### config.mk
export PLATFORM = sky130hd
export DESIGN_NAME = alu_lane
export DESIGN_NICKNAME = d
export VERILOG_FILES = /design/src/common/exec_pkg.sv /design/src/hw/alu/div_int.sv /design/src/hw/alu/alu_lane.sv
export VERILOG_INCLUDE_DIRS = /design/src /design/src/common
export SDC_FILE = /design/constraint.sdc
export NUM_CORES = 2
export LEC_CHECK = 0
export BUFFER_PORTS_ARGS = -buffer_cell sky130_fd_sc_hd__buf_2
export CORE_ASPECT_RATIO = 0.5
export CORE_MARGIN = 3
export CORE_UTILIZATION = 67
export CTS_CLUSTER_DIAMETER = 50
export CTS_CLUSTER_SIZE = 12
export DETAILED_ROUTE_END_ITERATION = 6
export GPL_TIMING_DRIVEN = 0
export PLACE_DENSITY = 0.87
export SYNTH_ARGS = -nofsm -noshare
export SYNTH_HDL_FRONTEND = slang
export SYNTH_SLANG_ARGS = --single-unit
### constraint.sdc
create_clock -name clk -period 24.9 [get_ports clk]
set_input_delay 3.735 -clock clk [delete_from_list [all_inputs] [get_ports clk]]
set_output_delay 3.735 -clock clk [all_outputs]
set_load 0.005 [all_outputs]
### src/common/exec_config.svh
`ifndef EXEC_CONFIG_SVH
`define EXEC_CONFIG_SVH

// datapath width, RV32 immediates assume 32.
`define OPERAND_WIDTH 32

// number of identical execute lanes, 2 or more.
`define LANE_COUNT 4

`define LANE_IDX_W $clog2(`LANE_COUNT)

// one restoring step per operand bit.
`define DIV_STEPS `OPERAND_WIDTH

`endif

### src/common/exec_pkg.sv
`default_nettype none

`include "exec_config.svh"

package exec_pkg;

        typedef enum logic [4:0] {
                ADD,
                SUB,
                SLL,
                SRL,
                SRA,
                XOR,
                OR,
                AND,
                SLT,
                SLTU,
                LUI,
                AUIPC,
                MUL,
                MULH,
                DIV,
                DIVU,
                REM,
                REMU
        } alu_op_t;

        typedef struct packed {
                alu_op_t                   op;
                logic [`OPERAND_WIDTH-1:0] a;
                logic [`OPERAND_WIDTH-1:0] b;
        } exec_req_t;

        typedef struct packed {
                logic [`OPERAND_WIDTH-1:0] result;
                logic                      zero;
        } lane_rsp_t;

        // cluster output, same layout as a lane result.
        typedef struct packed {
                logic [`OPERAND_WIDTH-1:0] result;
                logic                      zero;
        } exec_rsp_t;

endpackage

`default_nettype wire

### src/hw/alu/div_int.sv
`timescale 1ns/1ps
`default_nettype none

`include "exec_config.svh"

module div_int
(
        input  logic                      clk,
        input  logic                      rst_n,
        input  logic                      start,
        input  logic [`OPERAND_WIDTH-1:0] a,
        input  logic [`OPERAND_WIDTH-1:0] b,
        input  logic                      is_signed,
        output logic                      busy,
        output logic                      done,
        output logic [`OPERAND_WIDTH-1:0] quot,
        output logic [`OPERAND_WIDTH-1:0] rem
);

localparam int W     = `OPERAND_WIDTH;
localparam int CNT_W = $clog2(`DIV_STEPS);

logic [W-1:0]     a_mag, b_mag;
logic [W-1:0]     divisor_q, quo_q, rem_q;
logic             neg_quot_q, neg_rem_q;
logic [CNT_W-1:0] count;
logic [W:0]       partial, diff;

assign a_mag = (is_signed && a[W-1]) ? -a : a;
assign b_mag = (is_signed && b[W-1]) ? -b : b;

// bring down the next dividend bit and try the subtraction.
assign partial = {rem_q, quo_q[W-1]};
assign diff    = partial - {1'b0, divisor_q};

always_ff @(posedge clk)
begin
        if (!rst_n)
        begin
                busy  <= 1'b0;
                done  <= 1'b0;
                count <= '0;
        end
        else
        begin
                done <= 1'b0;
                if (start && !busy)
                begin
                        busy  <= 1'b1;
                        count <= '0;
                end
                else if (busy)
                begin
                        count <= count + 1'b1;
                        if (count == CNT_W'(`DIV_STEPS - 1))
                        begin
                                busy <= 1'b0;
                                done <= 1'b1;
                        end
                end
        end
end

always_ff @(posedge clk)
begin
        if (start && !busy)
        begin
                quo_q      <= a_mag;
                rem_q      <= '0;
                divisor_q  <= b_mag;
                // a zero divisor keeps the all ones quotient positive.
                neg_quot_q <= is_signed && (a[W-1] ^ b[W-1]) && (b != '0);
                neg_rem_q  <= is_signed && a[W-1];
        end
        else if (busy)
        begin
                if (!diff[W])
                begin
                        rem_q <= diff[W-1:0];
                        quo_q <= {quo_q[W-2:0], 1'b1};
                end
                else
                begin
                        rem_q <= partial[W-1:0]; // restore.
                        quo_q <= {quo_q[W-2:0], 1'b0};
                end
        end
end

// most negative by minus one falls out as the dividend with remainder 0.
assign quot = neg_quot_q ? -quo_q : quo_q;
assign rem  = neg_rem_q ? -rem_q : rem_q;

endmodule

`default_nettype wire

### src/hw/alu/alu_lane.sv
`timescale 1ns/1ps
`default_nettype none

`include "exec_config.svh"

module alu_lane import exec_pkg::*;
(
        input  logic      clk,
        input  logic      rst_n,
        input  logic      issue,
        input  exec_req_t req,
        input  logic      retire,
        output logic      busy,
        output logic      done,
        output lane_rsp_t rsp
);

localparam int W       = `OPERAND_WIDTH;
localparam int SHAMT_W = $clog2(`OPERAND_WIDTH);

logic [W-1:0]          alu_result, div_result;
logic signed [2*W-1:0] mul_full;
logic [SHAMT_W-1:0]    shamt;
logic                  is_div_in, div_start, div_signed;
logic                  div_busy, div_done;
logic [W-1:0]          div_quot, div_rem;
alu_op_t               op_q;

assign is_div_in  = req.op inside {DIV, DIVU, REM, REMU};
assign div_signed = (req.op == DIV) || (req.op == REM);
assign div_start  = issue && is_div_in;

assign shamt    = req.b[SHAMT_W-1:0];
assign mul_full = $signed(req.a) * $signed(req.b);

always_comb
begin
        case (req.op)
                ADD:    alu_result = req.a + req.b;
                SUB:    alu_result = req.a - req.b;
                SLL:    alu_result = req.a << shamt;
                SRL:    alu_result = req.a >> shamt;
                SRA:    alu_result = $signed(req.a) >>> shamt;
                XOR:    alu_result = req.a ^ req.b;
                OR:     alu_result = req.a | req.b;
                AND:    alu_result = req.a & req.b;
                SLT:    alu_result = W'($signed(req.a) < $signed(req.b));
                SLTU:   alu_result = W'(req.a < req.b);
                LUI:    alu_result = {req.b[19:0], 12'h0};
                AUIPC:  alu_result = req.a + {req.b[19:0], 12'h0};
                MUL:    alu_result = mul_full[W-1:0];
                MULH:   alu_result = mul_full[2*W-1:W]; // signed high half.
                default:
                        alu_result = '0; // divides finish in div_int.
        endcase
end

assign div_result = (op_q == DIV || op_q == DIVU) ? div_quot : div_rem;

always_ff @(posedge clk)
begin
        if (!rst_n)
        begin
                busy <= 1'b0;
                done <= 1'b0;
        end
        else
        begin
                if (issue)
                        busy <= 1'b1;
                else if (retire)
                        busy <= 1'b0;

                if (retire)
                        done <= 1'b0;
                else if ((issue && !is_div_in) || div_done)
                        done <= 1'b1;
        end
end

always_ff @(posedge clk)
begin
        if (issue)
                op_q <= req.op;

        if (issue && !is_div_in)
        begin
                rsp.result <= alu_result;
                rsp.zero   <= (alu_result == '0);
        end
        else if (div_done)
        begin
                rsp.result <= div_result;
                rsp.zero   <= (div_result == '0);
        end
end

div_int div_i
(
        .clk       (clk),
        .rst_n     (rst_n),
        .start     (div_start),
        .a         (req.a),
        .b         (req.b),
        .is_signed (div_signed),
        .busy      (div_busy),
        .done      (div_done),
        .quot      (div_quot),
        .rem       (div_rem)
);

// dispatch only picks an idle lane, whose divider has already finished.
issue_idle: assert property (@(posedge clk) disable iff (!rst_n)
        issue |-> !busy && !div_busy);

retire_done: assert property (@(posedge clk) disable iff (!rst_n)
        retire |-> done);

endmodule

`default_nettype wire

==> results of run 1 <==
## routing by layer
metal	GRT overflow	track usage, %
met2	2	79.11
met1	0	67.95
met4	1	57.96
met3	0	62.86
met5	0	50.79
## synth_stat cells, drive strengths merged (37+ instances only)
cell type,number
o211ai,44
nor2,748
a22o,37
o31ai,49
mux2,71
mux4,54
inv,1095
nand2b,37
xor2,75
o21ai,244
fa,1086
a21o,56
nand2,783
a21oi,219
buf,136
a211oi,41
dfxtp,41
xnor2,158
ha,340
o21a,39
edfxtp,103
nand4,56
clkbuf,289
nor3,87
nand3,73
mux2i,79
## logic make-up after synthesis
| family | after synthesis | synth area share, % |
|---|---|---|
| mux | 204 | 4.943 |
| fa+ha+maj | 1426 | 45.79 |
| simple gates | 2017 | 15.44 |
| compound gates | 1084 | 12.98 |
| flops | 144 | 6.894 |
| xor+xnor | 233 | 3.608 |
| buf+inv | 1542 | 10.35 |
## metrics by stage
stage | hold slack (ns) | worst slack (ns) | std cells
2_1_floorplan | 0.4673 | 12.06 | 6650
3_3_place_gp | 0.4781 | 8.305 | 7859
3_5_place_dp | 0.4905 | 8.242 | 7860
4_1_cts | 0.5124 | 8.660 | 7892
==> results.py, run 1 <==
metrics = {
    "yosys": {
        "syn_avg_cell_area_sq_um": 8.537,
        "netlist.top_cell.by_area": "fa_1",
        "synth-async-reset-ratio_pct": 0,
        "yosysSeqAreaShare_pct": 6.894,
        "ys_ff_latch": 144,
        "netlist.area_leader.share_pct": 38.30,
        "synth_warnings": 0,
        "yosys-top-cells-area": "fa_1 38%, ha_1 7.5%, inv_1 7.2%",
        "synth_fp_nets": 8149,
        "synth_edf_count": 103,
        "yosysUniqueCellTypes": 97,
        "synth_ff_type": "edfxtp_1",
        "syn_inst": 6650,
        "netlist_area_sq_um": 56770,
    },
    "clock_network": {
        "root_buffer": "clkbuf_16",
        "clock-sinks": 144,
        "clock_path_buffers": 2,
        "cts_resized": 0,
        "cts_buffers": 17,
        "postCtsSetupBuffers": 0,
        "holdBufCountCts": 0,
        "cts_htree_levels": 4,
    },
    "place": {
        "dp_hpwl_um": 210600,
        "placed_cell_area_sq_um": 58690,
        "routabilityCongestion": 1.633,
        "port_buffers": 107,
    },
    "outcome": {
        "lastStage": "global routing (5_1_grt)",
        "first-error": "[ERROR GRT-0116] Global routing finished with congestion. Check the congestion regions in the DRC Viewer.",
        "status": "stopped before the end",
    },
    "global_routing": {
        "grt-ovfl-total": 3,
        "grt_max_degree": 36,
        "first_global_vias": 63480,
        "grt_pass1_wl_um": 431000,
        "grtUsageTotal_pct": 68.14,
    },
    "floorplanning": {
        "start_util_pct": 68.58,
        "rows": 74,
        "ios": 108,
        "die_h_um": 211.8,
        "fp.dieW_um": 417.7,
    },
}
==> inputs of run 2 (changes only) <==
Settings changed: CORE_ASPECT_RATIO 0.5 to default, CORE_UTILIZATION 67 to 40, CTS_CLUSTER_DIAMETER 50 to default, CTS_CLUSTER_SIZE 12 to default, PLACE_DENSITY 0.87 to default, PLACE_DENSITY_LB_ADDON from default to 0.15.
==> run 2 against run 1 <==
Net effect: the flow now finishes, with violations (max-capacitance violations, max-slew violations); area after synthesis stayed put; synthesized cell count stayed put.
==> results.py, run 2 <==
metrics = {
    "timing": {
        "finalSetupViolations": 0,
        "hold_viol": 0,
        "final_max_slew_viol_count": 205,
        "maxSlewHeadroom_pct": -17.19,
        "finalCriticalPeriod_ns": 18.53,
        "rsz0062_at_grt": "no",
        "fin_worst_skew_ns": 0.01340,
        "tns_ns": 0,
        "period_share_pct": 74.40,
        "clock.fmax_ghz": 0.05398,
        "tightestPinTransition_ns": 1.758,
    },
    "floorplanning": {
        "die-area_sq_um": 146500,
        "ios": 108,
        "core-area_sq_um": 140200,
        "fp.dieW_um": 382.7,
        "rows": 137,
        "die_h_um": 382.7,
        "start_util_pct": 40.49,
    },
    "clock_network": {
        "cts_resized": 0,
        "cts_htree_levels": 4,
        "postCtsSetupBuffers": 0,
        "clock_path_buffers": 2,
        "root_buffer": "clkbuf_16",
        "clock-sinks": 144,
        "cts_tree": "done",
        "cts_buffers": 17,
        "holdBufCountCts": 0,
        "path_clk_slew_ns": 0.06,
        "insertion_delay_ns": 0.44,
    },
    "final_layout": {
        "final_cell_mix": "1086 x inv_1, 1085 x fa_1, 783 x nand2_1, 747 x nor2_1, 340 x ha_1",
        "largest-register": "rsp",
        "synthToLayoutAreaGrowth_pct": 6.718,
        "final_common_cell": "inv_1",
        "fillerInstances": 14590,
        "nets": 8287,
        "multi_input_area_sq_um": 47020,
        "drive_gt1_share_pct": 6.117,
        "seq_area_sq_um": 3914,
        "finalInstanceArea_sq_um": 60580,
        "largest_reg_flops": 33,
    },
    "yosys": {
        "synth_warnings": 0,
        "syn_inst": 6650,
        "synth-async-reset-ratio_pct": 0,
        "yosys-top-cells-area": "fa_1 38%, ha_1 7.5%, inv_1 7.2%",
        "synth_most_common_cell": "inv_1",
        "netlist.area_leader.share_pct": 38.30,
        "yosysSeqAreaShare_pct": 6.894,
        "netlist_area_sq_um": 56770,
        "synth_ff_type": "edfxtp_1",
        "synth_fp_nets": 8149,
        "netlist.top_cell.by_area": "fa_1",
        "ys_ff_latch": 144,
        "yosysUniqueCellTypes": 97,
        "syn_avg_cell_area_sq_um": 8.537,
        "synth_edf_count": 103,
        "synth_common_cells": "1087 x inv_1, 1086 x fa_1, 783 x nand2_1",
    },
    "setup_path": {
        "worst_ep_required_time_ns": 25.20,
        "cp_max_fo": 10,
        "worst_path_max_delay_cell": "nor3_1",
        "worst_ep_arrival_time_ns": 18.82,
        "end_kind": "register",
        "worstSetupPathType": "in2reg",
        "critPathMostFrequentCell": "fa_1",
        "slowest_delay_ns": 0.97,
        "crit_path_start_kind": "input port",
        "r2r_slack_ns": 19.94,
    },
    "global_routing": {
        "grt_pass1_wl_um": 469300,
        "top_usage_layer": "met2",
        "met3_usage_pct": 14.32,
        "grtUsageTotal_pct": 47.09,
        "grt_antenna_before_repair": 53,
        "first_global_vias": 55370,
        "met2_usage_pct": 69.16,
        "grt-ovfl-total": 0,
        "grt_max_degree": 36,
        "use_met1_pct": 58.73,
    },
    "job": {
        "maxCapViolations": 22,
    },
    "routing": {
        "firstDrtPassIters": 7,
        "drc_errors": 0,
        "drt_iter0_drc": 6772,
        "via_per_inst": 6.411,
        "wl_per_cell_um": 39.90,
        "route.antenna.remaining_nets": 0,
        "drt_wl_total_um": 347900,
        "vias": 55910,
    },
    "place": {
        "placed_cell_area_sq_um": 59860,
        "port_buffers": 107,
        "dp_hpwl_um": 285300,
        "routabilityCongestion": 1.087,
    },
    "outcome": {
        "status": "finished with violations",
        "violations": "max-capacitance violations, max-slew violations",
    },
    "min_path": {
        "min_path_type": "reg2reg",
    },
}
## run 2: cell counts after synthesis
Identical to the previous run, type by type.
## run 2: metal layers
metal,share of wire [%],routed length (um)
met4,9.0,31150
met5,0.030,106
met2,42,146900
met1,37,130400
met3,11,39390
## run 2: area by class of cell
| type | count | area share, % |
|---|---|---|
| Clock inverter | 15 | 0.2437 |
| Sequential cell | 144 | 6.460 |
| Clock buffer | 17 | 0.7022 |
| Antenna cell | 43 | 0.1776 |
| Multi-Input combinational cell | 4964 | 77.61 |
| Buffer | 425 | 2.836 |
| Inverter | 1117 | 6.921 |
| Timing Repair Buffer | 119 | 1.177 |
| Tap cell | 1876 | 3.874 |
## run 2: stage by stage
stage | cells | worst slack (ns) | hold slack (ns) | utilization, %
6_report | 8720 | 6.374 | 0.4982 | 43.21
5_1_grt | 8684 | 6.754 | 0.5073 | 43.14
3_3_place_gp | 8633 | 6.074 | 0.4787 | 42.54
2_1_floorplan | 6650 | 12.06 | 0.4673 | -
4_1_cts | 8676 | 7.218 | 0.4982 | 43.10
3_5_place_dp | 8644 | 6.820 | 0.4830 | 42.69
## run 2: logic make-up after synthesis
kind of cell | share of synthesized area (%)
xor gates and xnor gates | 3.608
DFF | 6.894
adders and majority gates | 45.79
AOI/OAI and AO/OA | 12.98
muxes | 4.943
and+or+nand+nor | 15.44
buffers and inverters | 10.35
## run 2: worst paths after layout
path	to	cells past startpoint	start
max	rsp[0]$_DFFE_PP_	33	req[3]
max reg2reg	div_i.rem_q[30]$_SDFFE_PP0P_	16	div_i.quo_q[31]$_DFFE_PP_
min	done$_SDFFE_PP0P_	1	done$_SDFFE_PP0P_
min reg2reg	done$_SDFFE_PP0P_	1	done$_SDFFE_PP0P_
## run 2: critical path, delay by kind of cell
kind            cells  cell delay [ns]
buf+inv            11             4.90
fa+ha+maj           9             4.36
compound gates      6             2.93
simple gates        6             2.42
mux                 1             0.39
Power of run 2 is left out: the tool's default activity adds up to more than one toggle a clock period on the data nets, which glitch-free logic cannot reach.
