==> src/common/exec_config.svh <==
`ifndef EXEC_CONFIG_SVH
`define EXEC_CONFIG_SVH

// datapath width, RV32 immediates assume 32.
`define OPERAND_WIDTH 32

// number of identical execute lanes, 2 or more.
`define LANE_COUNT 4

`define LANE_IDX_W $clog2(`LANE_COUNT)

// one restoring step per operand bit.
`define DIV_STEPS `OPERAND_WIDTH

`endif

==> src/common/exec_pkg.sv <==
`default_nettype none

`include "exec_config.svh"

package exec_pkg;

        typedef enum logic [4:0] {
                ADD,
                SUB,
                SLL,
                SRL,
                SRA,
                XOR,
                OR,
                AND,
                SLT,
                SLTU,
                LUI,
                AUIPC,
                MUL,
                MULH,
                DIV,
                DIVU,
                REM,
                REMU
        } alu_op_t;

        typedef struct packed {
                alu_op_t                   op;
                logic [`OPERAND_WIDTH-1:0] a;
                logic [`OPERAND_WIDTH-1:0] b;
        } exec_req_t;

        typedef struct packed {
                logic [`OPERAND_WIDTH-1:0] result;
                logic                      zero;
        } lane_rsp_t;

        // cluster output, same layout as a lane result.
        typedef struct packed {
                logic [`OPERAND_WIDTH-1:0] result;
                logic                      zero;
        } exec_rsp_t;

endpackage

`default_nettype wire

==> src/hw/result_collect.sv <==
`timescale 1ns/1ps
`default_nettype none

`include "exec_config.svh"

module result_collect import exec_pkg::*;
(
        input  logic                    clk,
        input  logic                    rst_n,
        input  logic                    push,
        input  logic [`LANE_IDX_W-1:0]  push_lane,
        input  logic [`LANE_COUNT-1:0]  lane_done,
        input  lane_rsp_t               lane_rsp [`LANE_COUNT],
        output logic [`LANE_COUNT-1:0]  retire,
        output logic                    out_valid,
        output exec_rsp_t               out_rsp
);

localparam int IDX_W = `LANE_IDX_W;
localparam int CNT_W = $clog2(`LANE_COUNT + 1);

logic [IDX_W-1:0] order_q [`LANE_COUNT];
logic [IDX_W-1:0] rd_ptr, wr_ptr, head_lane;
logic [CNT_W-1:0] count;
logic             pop;

function automatic logic [IDX_W-1:0] ptr_next(input logic [IDX_W-1:0] p);
        return (p == IDX_W'(`LANE_COUNT - 1)) ? '0 : p + 1'b1;
endfunction

assign head_lane = order_q[rd_ptr];
assign pop       = (count != '0) && lane_done[head_lane];
assign retire    = pop ? (`LANE_COUNT'(1) << head_lane) : '0;

always_ff @(posedge clk)
begin
        if (!rst_n)
        begin
                rd_ptr    <= '0;
                wr_ptr    <= '0;
                count     <= '0;
                out_valid <= 1'b0;
        end
        else
        begin
                out_valid <= pop;
                if (push)
                        wr_ptr <= ptr_next(wr_ptr);
                if (pop)
                        rd_ptr <= ptr_next(rd_ptr);
                case ({push, pop})
                        2'b10:   count <= count + 1'b1;
                        2'b01:   count <= count - 1'b1;
                        default: count <= count;
                endcase
        end
end

always_ff @(posedge clk)
begin
        if (push)
                order_q[wr_ptr] <= push_lane;
        if (pop)
        begin
                out_rsp.result <= lane_rsp[head_lane].result;
                out_rsp.zero   <= lane_rsp[head_lane].zero;
        end
end

// stall holds dispatch off while every lane is still queued.
no_push_full: assert property (@(posedge clk) disable iff (!rst_n)
        push |-> count != CNT_W'(`LANE_COUNT));

// a lane can only finish work that was queued here first.
no_pop_empty: assert property (@(posedge clk) disable iff (!rst_n)
        count == '0 |-> lane_done == '0);

endmodule

`default_nettype wire

==> config.mk <==
export PLATFORM = sky130hd
export DESIGN_NAME = result_collect
export DESIGN_NICKNAME = d
export VERILOG_FILES = /design/src/common/exec_pkg.sv /design/src/hw/result_collect.sv
export VERILOG_INCLUDE_DIRS = /design/src /design/src/common
export SDC_FILE = /design/constraint.sdc
export NUM_CORES = 1
export LEC_CHECK = 0
export ABC_AREA = 1
export BUFFER_PORTS_ARGS = -buffer_cell sky130_fd_sc_hd__buf_4
export CAP_MARGIN = 40
export CORE_AREA = 2 2 110 112
export DETAILED_ROUTE_END_ITERATION = 10
export DIE_AREA = 0 0 112 114
export SLEW_MARGIN = 20
export SYNTH_ARGS = -nofsm -noshare
export SYNTH_HDL_FRONTEND = slang
export SYNTH_SLANG_ARGS = --single-unit
==> constraint.sdc <==
create_clock -name clk -period 8.6 [get_ports clk]
set_input_delay 1.72 -clock clk [delete_from_list [all_inputs] [get_ports clk]]
set_output_delay 1.72 -clock clk [all_outputs]
set_load 0.02 [all_outputs]
# Yosys cells after proc, flatten, opt, wreduce, memory -nomap -nowiden
# Memory sizes are Yosys's and may differ from the RTL's. A register that Yosys moved wholly into a read port is not among the register bits.
# Index checks and enable logic that the tools add are counted.
[word_totals]
inputBits = 141
memories = 1
mem_bits_rw = 8
regBits = 41
[classes]
magnitude_cmp = 2
shift = 1
addsub = 4
eq_ne = 4
n_reduce_logical = 3
n_bitwise = 1
n_mux = 13
[memory_table]
columns = ["memory", "words", "width", "rd", "rd_ports_with_merged_regs", "write_ports", "line_no", "rtl"]
rows = [
  ["order_q", 4, 2, 1, 1, 1, "result_collect.sv:22", "logic [IDX_W-1:0] order_q [`LANE_COUNT];"],
]
[op_table]
columns = ["cell", "count"]
rows = [
  ["binary-select mux 33 bit (select 2 bit)", 1],
  ["two-way mux 33 bit", 2],
  ["two-way mux 2 bit", 4],
  ["== test 2 bit (second input constant)", 3],
  ["one-hot mux 3 bit (2 select lines)", 1],
  ["adder 2 x 1 -> 2 bit (second input constant)", 2],
  ["two-way mux 4 bit", 1],
  ["left shift 1 x 2 -> 4 bit (first input constant)", 1],
  ["adder 3 x 1 -> 3 bit (second input constant)", 1],
  [">= comparator 3 bit (second input constant)", 1],
  ["< comparator 2 x 3 -> 1 bit (second input constant)", 1],
  ["two-way mux 1 bit", 3],
  ["inverter 2 -> 3 bit", 1],
  ["nonzero test 3 bit", 1],
  ["subtractor 3 x 1 -> 3 bit (second input constant)", 1],
  ["binary-select mux 1 bit (select 2 bit)", 1],
  ["== test 2 x 1 -> 1 bit (second input constant)", 1],
  ["nonzero test 2 bit", 1],
  ["logical AND 1 bit", 1],
]

# Logic depth before layout (Yosys ltp)
# Gate-level depths: netlist of run 1.
[logic_depth]
ltp_word = 5
depth_mapped = 17

# Least setup slack after synthesis of run 1
# OpenSTA, ideal clock, no wires.
[synth_timing]
path_type = "in2out"
start = "in lane_done[1]"
end = "out retire[2]"
t_required_ns = 6.880
path_slack_ns = 4.369
path_stages = 6
arrival_ns = 2.511
cell_sequence = "nand3_1 nand2_1 nand2_2 nand2_2 nand2_4 nor3_1"
[synth_between]
elab_chain_cells = 4
[synth_rtl]
columns = ["item", "line_no", "rtl"]
rows = [
  ["start, declared", "result_collect.sv:12", "input logic [`LANE_COUNT-1:0] lane_done,"],
  ["binary-select mux 1 bit (select 2 bit)", "result_collect.sv:32", "assign pop = (count != '0) && lane_done[head_lane];"],
  ["two-way mux 1 bit (not written as such)", "result_collect.sv:32", ""],
  ["logical AND 1 bit", "result_collect.sv:32", ""],
  ["two-way mux 4 bit", "result_collect.sv:33", "assign retire = pop ? (`LANE_COUNT'(1) << head_lane) : '0;"],
  ["end, declared", "result_collect.sv:14", "output logic [`LANE_COUNT-1:0] retire,"],
]
# Every way passes these cells. The select of a mux whose other input is x is not followed.

# Final worst setup path of run 1
# Same ends and word-level chain as after synthesis.

==> run summary, run 1 <==
Reg clk slew, reported paths - 0.07 ns
Switching Share - 41.3%
Avg WL per Cell - 13.7 um
syn_nets - 455
Clk pwr share - 15.1%
startpoint types - input pin
routed vias/inst - 4.38
CP Cell Sequence - buf_4 > nand3_1 > nand2_1 > nand2_2 > nand2_2 > nand2_4 > nor3_1 > buf_4
Unique masters post-synth - 27
standard-cell rows - 40
final hold vios - 0
gpl congestion - 0.786
Clock Sinks - 51
Synth Area in Simple Gates - 31.4%
DRT Wirelength - 8630 um
die height - 114 um
required time worst endpoint - 6.88 ns
Max Slew Vio Count - 0
Max VDD drop - 0.130 mV
Max Cap Viol - 0
largest net degree at the start of global routing - 34
Routed Antenna Nets - 0
Synth Area in Compound Gates - 6.68%
Core Area - 11700 sq um
number of synthesized register bits - 51
Setup Fix Bufs, Post-CTS - 0
Clock Path Buffers - 2
Post-Syn Area - 2850 sq um
Max Clock Freq - 235 MHz
Vias - 2757
post_cts resized - 0
post-synthesis sequential area ratio - 50.3%
fin cells - 629
fraction of synthesized area in multiplexers - 0%
global-route wire length before repair - 13200 um
DR iter-0 viols - 110
Syn-to-layout area delta - 54.2%
initial antenna violation count - 0
CP endpoint kind - output pin
WL met1 - 3350 um
Max Used Layer - met4
port bufs - 178
clock buffer count from CTS - 5
Placed Cells incl. Taps - 621
Hold Buf Count CTS - 0
CTS Root Cell - clkbuf_16
Sw Pwr - 0.544 mW
met2 WL - 4580 um
Slew HR - 59.8%
CTS tree - yes
internal power - 0.772 mW
Tcrit/Tclk final - 49.5%
CP max FO - 10
Flop pwr share - 33.7%
DIE AREA - 12800 sq um
xor/xnor share of the synthesized area - 0%
setup TNS - 0 ns
Detailed Place HPWL - 6520 um
final core utilization - 37.5%
Global Route Usage Sum - 13.0%
CP arrival - 2.54 ns
CP Class - in2out
Pleak - 2.02 nW
vias in the first global route - 2730
Slowest-stage cell, CP - nor3_1
grt ovf - 0
Final Setup Violations - 0
cells after synthesis - 307
layout cells sized above 1 - 44.4%
Die Span X - 112 um
H-tree Lvls - 2
outcome - complete, no violations
WL met3 - 589 um
Least-Margin Pin Slew - 0.604 ns
worst-skew pair later-pin latency - 0.29 ns
IO Pins - 179
1st-pass router iterations - 4
crit path time final - 4.26 ns
min-delay worst type - reg2reg
Layout Nets - 629
Combinational Power Share - 51.2%
Final Total Pwr - 1.32 mW
drt drc - 0
clk_skew - 0.00500 ns
Starting Density - 24.3%
Pwr Density - 300 nW/um^2
syn avg cell area - 9.27 sq um
RSZ-0062 raised after global routing - false
Ys Warns - 0
Synth Area in Adders - 3.34%
antenna diode count - 0
CP max stage delay - 0.18 ns
largest family of logic cells by synthesized area - simple AND/OR/NAND/NOR gates
-- metrics by stage --
| step | area, sq um | hold WS, ns | setup slack (ns) |
|---|---|---|---|
| 3_3_place_gp | 4240 | 0.439 | 4.41 |
| 6_report | 4390 | 0.459 | 4.34 |
| 4_1_cts | 4390 | 0.460 | 4.32 |
| 2_1_floorplan | 2850 | 0.422 | 4.37 |
| 3_5_place_dp | 4240 | 0.450 | 4.33 |
| 5_1_grt | 4390 | 0.467 | 4.26 |
-- area by class of cell --
class	instances	area, sq um
Fill cell	1198	7320
Sequential cell	51	1430
Timing Repair Buffer	179	1340
Multi-Input combinational cell	222	1180
Tap cell	147	184
Clock buffer	5	125
Inverter	22	103
Clock inverter	3	22.5
-- Yosys cell counts --
cell	instances	area, sq um
a21oi_1	6	30.0
or2_0	1	6.26
inv_1	17	63.8
nand4_1	21	131
fa_1	1	20.0
a22oi_2	9	113
nor3_1	3	15.0
buf_4	1	7.51
a22oi_1	3	22.5
dfxtp_1	10	200
nor2_8	2	40.0
o21ai_0	5	25.0
edfxtp_1	41	1230
nand2_4	5	56.3
inv_2	1	3.75
buf_6	8	90.1
nand2_1	125	469
clkinv_8	1	16.3
nand3_1	15	75.1
ha_1	6	75.1
buf_8	2	30.0
or2_1	1	6.26
nand2_2	4	25.0
nor2_1	13	48.8
buf_2	1	5.00
inv_4	3	18.8
nand3_2	2	20.0
-- power by group through the flow --
stage          registers, mW  logic (mW)  clock network [mW]
3_5_place_dp           0.449       0.689                   0
5_1_grt                0.452       0.740               0.219
3_3_place_gp           0.446       0.680                   0
2_1_floorplan          0.559       0.331                   0
6_report               0.443       0.674               0.199
4_1_cts                0.444       0.690               0.206
-- worst max-delay path, delay by kind of cell --
kind | cells | cell delay (ns)
buffers and inverters | 2 | 0.26
AND/OR/NAND/NOR | 6 | 0.56
-- placed cells by master (no fill, tap or decap) --
master,count
clkinv_8,1
nand2_4,5
or2_1,1
inv_2,1
nand2_2,4
nand4_1,21
a22oi_2,9
inv_4,3
inv_1,17
clkinv_2,1
or2_0,1
buf_4,179
nand2_1,125
o21ai_0,5
dfxtp_1,10
inv_6,2
fa_1,1
nand3_1,15
clkbuf_16,5
nor2_8,2
ha_1,6
nor3_1,3
nor2_1,13
a22oi_1,3
nand3_2,2
edfxtp_1,41
a21oi_1,6
-- path summary, 6_finish.rpt --
| path | from | end | slack [ns] | cells after the start |
|---|---|---|---|---|
| hold / removal | count[0] | count[0] | 0.46 | 1 |
| setup reg to reg | register | count[2] | 6.07 | 17 |
| setup / recovery | lane_done[1] | retire[2] | 4.34 | 8 |
| hold reg to reg | count[0] | count[0] | 0.46 | 1 |
-- registers in the layout, indices dropped and copies added, names as in the netlist, named ones only --
signal,count
wr_ptr,2
order_q,8
count,3
rd_ptr,2
out_rsp,33
out_valid,1
-- layer usage --
layer  global-route usage [%]  vias up
met5                        0        -
met4                     3.41        0
met3                     2.82       10
met2                     24.0      110
met1                     15.2     1251
li1                         -     1386
-- kinds of logic after synthesis --
logic type / Yosys count
AOI/OAI and AO/OA: 23
adders and majority gates: 7
buffers and inverters: 34
DFF: 51
and+or+nand+nor: 192
Note: power is estimated with default switching activity, not from simulation.
==> inputs of run 2 (changes only) <==
==> constraint.sdc (replaced) <==
create_clock -name clk -period 3.93 [get_ports clk]
set_input_delay 0.786 -clock clk [delete_from_list [all_inputs] [get_ports clk]]
set_output_delay 0.786 -clock clk [all_outputs]
set_load 0.02 [all_outputs]
==> run summary, run 2 (synthesis gave the netlist of run 1 again) <==
outcome - complete, no violations
Clock Sinks - 51 (unchanged)
Reg clk slew, reported paths - 0.07 ns (about the same)
Final Total Pwr - 2.90 mW (+120%)
Starting Density - 24.3% (unchanged)
Combinational Power Share - 50.7% (-0.5 points)
standard-cell rows - 40 (unchanged)
crit path time final - 2.59 ns
DRT Wirelength - 8490 um (-1.5%)
Global Route Usage Sum - 12.8% (-0.12 points)
CTS tree - yes
Max VDD drop - 0.267 mV (+110%)
highest-count cells in the layout ignoring fill and taps - buf_4, nand2_1, edfxtp_1
Clock Path Buffers - 2 (unchanged)
initial antenna violation count - 0 (unchanged)
Core Area - 11700 sq um (unchanged)
final core utilization - 37.6% (+0.14 points)
CP Class - reg2out
DIE AREA - 12800 sq um (unchanged)
WHS Path Cells - 1 (unchanged)
post_cts resized - 0 (unchanged)
Slew HR - 61.3% (+1.5 points)
Sw Pwr - 1.17 mW (+120%)
Routed Antenna Nets - 0 (unchanged)
CP Cell Sequence - inv_2 > nand2_1 > nand3_2 > nand2_4 > nand2_1 > nand2_1 > nand2_2 > nand2_2 > nand2_4 > nor3_1 > buf_4
Clk pwr share - 15.8% (+0.7 points)
CP Depth - 11 (+3)
CP arrival - 1.80 ns (-0.74 ns)
Flop pwr share - 33.4% (-0.3 points)
Final Setup Violations - 0 (unchanged)
Vias - 2746 (-0.40%)
Largest Register - out_rsp
top cell family by delay on the critical path - simple AND/OR/NAND/NOR gates
global-route wire length before repair - 13200 um (about the same)
worst-skew pair later-pin latency - 0.28 ns (about the same)
largest registers - out_rsp (33), order_q (8), count (3)
startpoint types - register
CP bufs+invs - 2 (unchanged)
Die Span X - 112 um (unchanged)
Syn-to-layout area delta - 54.8%
DR iter-0 viols - 90 (-18%)
antenna diode count - 0 (unchanged)
Pleak - 2.03 nW (+0.37%)
required time worst endpoint - 3.14 ns (-3.74 ns)
CP max stage delay - 0.41 ns (+0.23 ns)
IO Pins - 179 (unchanged)
Layout Nets - 629 (unchanged)
1st-pass router iterations - 4 (unchanged)
Max Cap Viol - 0 (unchanged)
Critical Path Most Common Cell - nand2_1
Setup Fix Bufs, Post-CTS - 0 (unchanged)
Least-Margin Pin Slew - 0.581 ns (-0.0228 ns)
setup TNS - 0 ns (unchanged)
post-route cell area - 4400 sq um (+0.37%)
gpl congestion - 0.797 (+1.4%)
Slowest-stage cell, CP - dfxtp_1
drt drc - 0 (unchanged)
vias in the first global route - 2732 (+0.073%)
Detailed Place HPWL - 6470 um (-0.75%)
Pwr Density - 658 nW/um^2 (+120%)
internal power - 1.72 mW (+120%)
Hold Buf Count CTS - 0 (unchanged)
layout cells sized above 1 - 44.4% (unchanged)
clk_skew - 0.00487 ns (-0.000129 ns)
commonest non-fill, non-tap cell in the layout - buf_4
Max Slew Vio Count - 0 (unchanged)
fin cells - 629 (unchanged)
Max Clock Freq - 386 MHz
largest net degree at the start of global routing - 34 (unchanged)
Tcrit/Tclk final - 65.9%
Placed Cells incl. Taps - 621 (unchanged)
routed vias/inst - 4.37 (-0.40%)
CP endpoint kind - output pin
Avg WL per Cell - 13.5 um (-1.5%)
max FFs per register - 33 (unchanged)
Switching Share - 40.5% (-0.85 points)
CTS Root Cell - clkbuf_16
grt ovf - 0 (unchanged)
port bufs - 178 (unchanged)
final hold vios - 0 (unchanged)
Worst R2R Path Depth - 17 (unchanged)
clock buffer count from CTS - 5 (unchanged)
H-tree Lvls - 2 (unchanged)
RSZ-0062 raised after global routing - false
placed cell area - 4240 sq um (unchanged)
min-delay worst type - reg2reg
die height - 114 um (unchanged)
CP max FO - 10 (unchanged)
[run 2: cell types whose count changed in the layout (fill, tap and decap cells not counted)]
cell | before | now
inv_6 | 2 | 0
clkbuf_16 | 5 | 6
clkinv_4 | 0 | 1
[run 2: path summary, 6_finish.rpt]
path	start	slack, ns	endpoint
max	register	1.34	retire[3]
min	count[0]	0.45	count[0]
max reg2reg	register	1.51	count[2]
min reg2reg	count[0]	0.45	count[0]
[run 2: routing by layer]
metal  global-route usage, %  routed length, um  part of all wire, %
met5                       0                  0                    0
met4                    3.09                 76                 0.89
met3                    3.08                657                  7.7
met2                    23.7               4450                   52
met1                    15.1               3310                   39
[run 2: area by class of cell]
type	instances	area, sq um
clock buffers	6	150
clock inverters	2	13.8
fillers	1200	7310
inverters	22	103
multi-input cells	222	1180
flip-flops and latches	51	1430
well taps	147	184
repair buffers	179	1340
[run 2: power by group through the flow]
stage          combinational, mW  sequential, mW  clock, mW
2_1_floorplan              0.725            1.22          0
3_3_place_gp                1.49           0.975          0
3_5_place_dp                1.50           0.984          0
4_1_cts                     1.51           0.973      0.478
5_1_grt                     1.62           0.992      0.499
6_report                    1.47           0.968      0.459
[run 2: metrics by stage]
step                hold slack, ns  setup WS [ns]
CTS                          0.460           1.32
global route                 0.479           1.18
global placement             0.437           1.53
detailed placement           0.449           1.43
floorplan                    0.422          0.896
finish                       0.452           1.34
[run 2: worst register-to-register path, delay by kind of cell, from the launching register on]
family                   cells  cell delay [ns]
flip-flops                   1             0.41
AND/OR/NAND/NOR              8             0.69
AO/OA/AOI/OAI                4             0.46
adder cells (fa/ha/maj)      2             0.51
buffers and inverters        3             0.21
==> inputs of run 3 (changes only) <==
==> constraint.sdc (replaced) <==
create_clock -name clk -period 2.1 [get_ports clk]
set_input_delay 0.42 -clock clk [delete_from_list [all_inputs] [get_ports clk]]
set_output_delay 0.42 -clock clk [all_outputs]
set_load 0.02 [all_outputs]
==> run summary, run 3 (synthesis gave the netlist of run 1 again) <==
H-tree Lvls - 2 (unchanged)
Clock Sinks - 51 (unchanged)
drt drc - 0 (unchanged)
Clk pwr share - 14.5% (-1.3 points)
max FFs per register - 33 (unchanged)
FF+latch area - 1440 sq um (+0.35%)
gpl congestion - 0.781 (-2.0%)
Slew HR - 61.7% (+0.38 points)
Multi-input gate area - 1250 sq um (+6.1%)
CP max stage delay - 0.37 ns (-0.04 ns)
Detailed Place HPWL - 6520 um (+0.80%)
startpoint types - register
clk_skew - 0.00889 ns (+0.00402 ns)
CP max FO - 5 (-5)
standard-cell rows - 40 (unchanged)
DR iter-0 viols - 105 (+17%)
vias in the first global route - 2783 (+1.9%)
Final Hold Slack - 0.331 ns (-0.121 ns)
Global Route Usage Sum - 13.3% (+0.49 points)
1st-pass router iterations - 4 (unchanged)
CP Depth - 11 (unchanged)
CP arrival - 1.74 ns (-0.06 ns)
Max Cap Viol - 0 (unchanged)
layout cells sized above 1 - 47.8% (+3.4 points)
final hold vios - 0 (unchanged)
outcome - complete, but fails checks
Combinational Power Share - 52.8% (+2.1 points)
Largest Register - out_rsp
worst-skew pair later-pin latency - 0.29 ns (about the same)
Layout Nets - 634 (+0.79%)
fin worst setup slack - -0.0550 ns (-1.40 ns)
failing checks - negative setup slack
Switching Share - 41.3% (+0.79 points)
Die Span X - 112 um (unchanged)
Reg clk slew, reported paths - 0.07 ns (about the same)
CTS Root Cell - clkbuf_16
largest net degree at the start of global routing - 34 (unchanged)
largest registers - out_rsp (33), order_q (8), count (3)
clock buffer count from CTS - 5 (unchanged)
Starting Density - 24.3% (unchanged)
Slowest-stage cell, CP - dfxtp_4
CP Class - reg2out
Vias - 2775 (+1.1%)
routed vias/inst - 4.38 (+0.26%)
Avg WL per Cell - 13.7 um (+1.7%)
Pwr Density - 1230 nW/um^2 (+88%)
DIE AREA - 12800 sq um (unchanged)
grt ovf - 0 (unchanged)
required time worst endpoint - 1.68 ns (-1.46 ns)
die height - 114 um (unchanged)
Max VDD drop - 0.530 mV (+98%)
RSZ-0062 raised after global routing - true
setup TNS - -0.105 ns (-0.105 ns)
Worst R2R Path Depth - 16 (-1)
Flop pwr share - 32.6% (-0.8 points)
Tcrit/Tclk final - 103%
WHS Path Cells - 1 (unchanged)
Sw Pwr - 2.31 mW (+96%)
min-delay worst type - in2reg
final core utilization - 38.6% (+0.99 points)
CP bufs+invs - 4 (+2)
Final Setup Violations - 3 (+3)
CP endpoint kind - output pin
highest-count cells in the layout ignoring fill and taps - buf_4, nand2_1, edfxtp_1
Syn-to-layout area delta - 58.9%
IO Pins - 179 (unchanged)
filler instances - 1190 (-0.83%)
placed cell area - 4290 sq um (+1.3%)
Routed Antenna Nets - 0 (unchanged)
Max Clock Freq - 464 MHz
Max Slew Vio Count - 0 (unchanged)
internal power - 3.28 mW (+90%)
Least-Margin Pin Slew - 0.575 ns (-0.00571 ns)
port bufs - 178 (unchanged)
initial antenna violation count - 0 (unchanged)
Core Area - 11700 sq um (unchanged)
CP Cell Sequence - inv_2 > or2_1 > nand2_2 > nand2_4 > clkinv_8 > nand2_4 > nand2_4 > nand2_4 > buf_6 > nor3_4 > buf_6
top cell family by delay on the critical path - simple AND/OR/NAND/NOR gates
Critical Path Most Common Cell - nand2_4
Clock Path Buffers - 2 (unchanged)
CTS tree - yes
global-route wire length before repair - 13600 um (+3.2%)
Pleak - 2.05 nW (+1.3%)
antenna diode count - 0 (unchanged)
crit path time final - 2.16 ns
Place WS - -0.00249 ns (-1.43 ns)
commonest non-fill, non-tap cell in the layout - buf_4
post-route cell area - 4520 sq um (+2.6%)
DRT Wirelength - 8700 um (+2.5%)
run 3: cell count changes in the layout (fill, tap and decap cells not counted), moves of 2 or more:
| cell | delta |
|---|---|
| nor3_4 | +2 |
| o21ai_0 | -2 |
| buf_6 | +5 |
| nand2_4 | +2 |
| o21ai_1 | +2 |
| nand2_2 | +3 |
| inv_1 | -2 |
| dfxtp_1 | -2 |
| nor3_1 | -2 |
| nand2_1 | -5 |
run 3: area by class of cell:
type	count	area share, %
clock inverters	2	0.332
flip-flops and latches	51	31.8
multi-input cells	222	27.7
clock buffers	6	2.85
well taps	147	4.07
inverters	22	2.35
repair buffers	184	31.0
run 3: metrics by stage:
step | std cells | power (mW)
floorplan | 307 | 3.68
global placement | 624 | 4.69
detailed placement | 624 | 4.74
CTS | 634 | 5.64
global route | 634 | 5.98
finish | 634 | 5.58
run 3: power groups by stage:
stage / clock network (mW) / registers, mW / logic, mW
final: 0.812 / 1.82 / 2.95
after global routing: 0.883 / 1.86 / 3.24
after CTS: 0.844 / 1.83 / 2.96
after detailed placement: 0 / 1.85 / 2.89
after global placement: 0 / 1.83 / 2.86
after floorplan: 0 / 2.29 / 1.39
run 3: path summary, 6_finish.rpt:
kind                                   start       endpoint  slack (ns)
worst min-delay path            push_lane[1]  order_q[0][1]        0.33
worst min register to register      count[0]       count[0]        0.46
worst max-delay path                register      retire[3]       -0.06
worst max register to register      register       count[2]       -0.04
run 3: worst reg2reg max path: cells and delay by family (launching register included):
family	cells	cell delay, ns
simple gates	6	0.53
fa+ha+maj	2	0.48
compound gates	4	0.41
flops	1	0.37
buf+inv	4	0.25
run 3: repair_timing:
action | 4_1_cts | 5_1_grt
pin swaps | 3 | 1
setup endpoints to repair | 5 | 5
buffers inserted | 2 | 0
gates resized for setup | 8 | 10
hold buffers | 0 | 0
cloned | 0 | 0
run 3: layer usage:
layer	global-route usage, %	part of all wire (%)	vias up
met2	23.9	51	105
met4	3.74	1.3	0
met5	0	0	-
li1	-	-	1395
met3	3.19	7.0	9
met1	16.0	41	1266
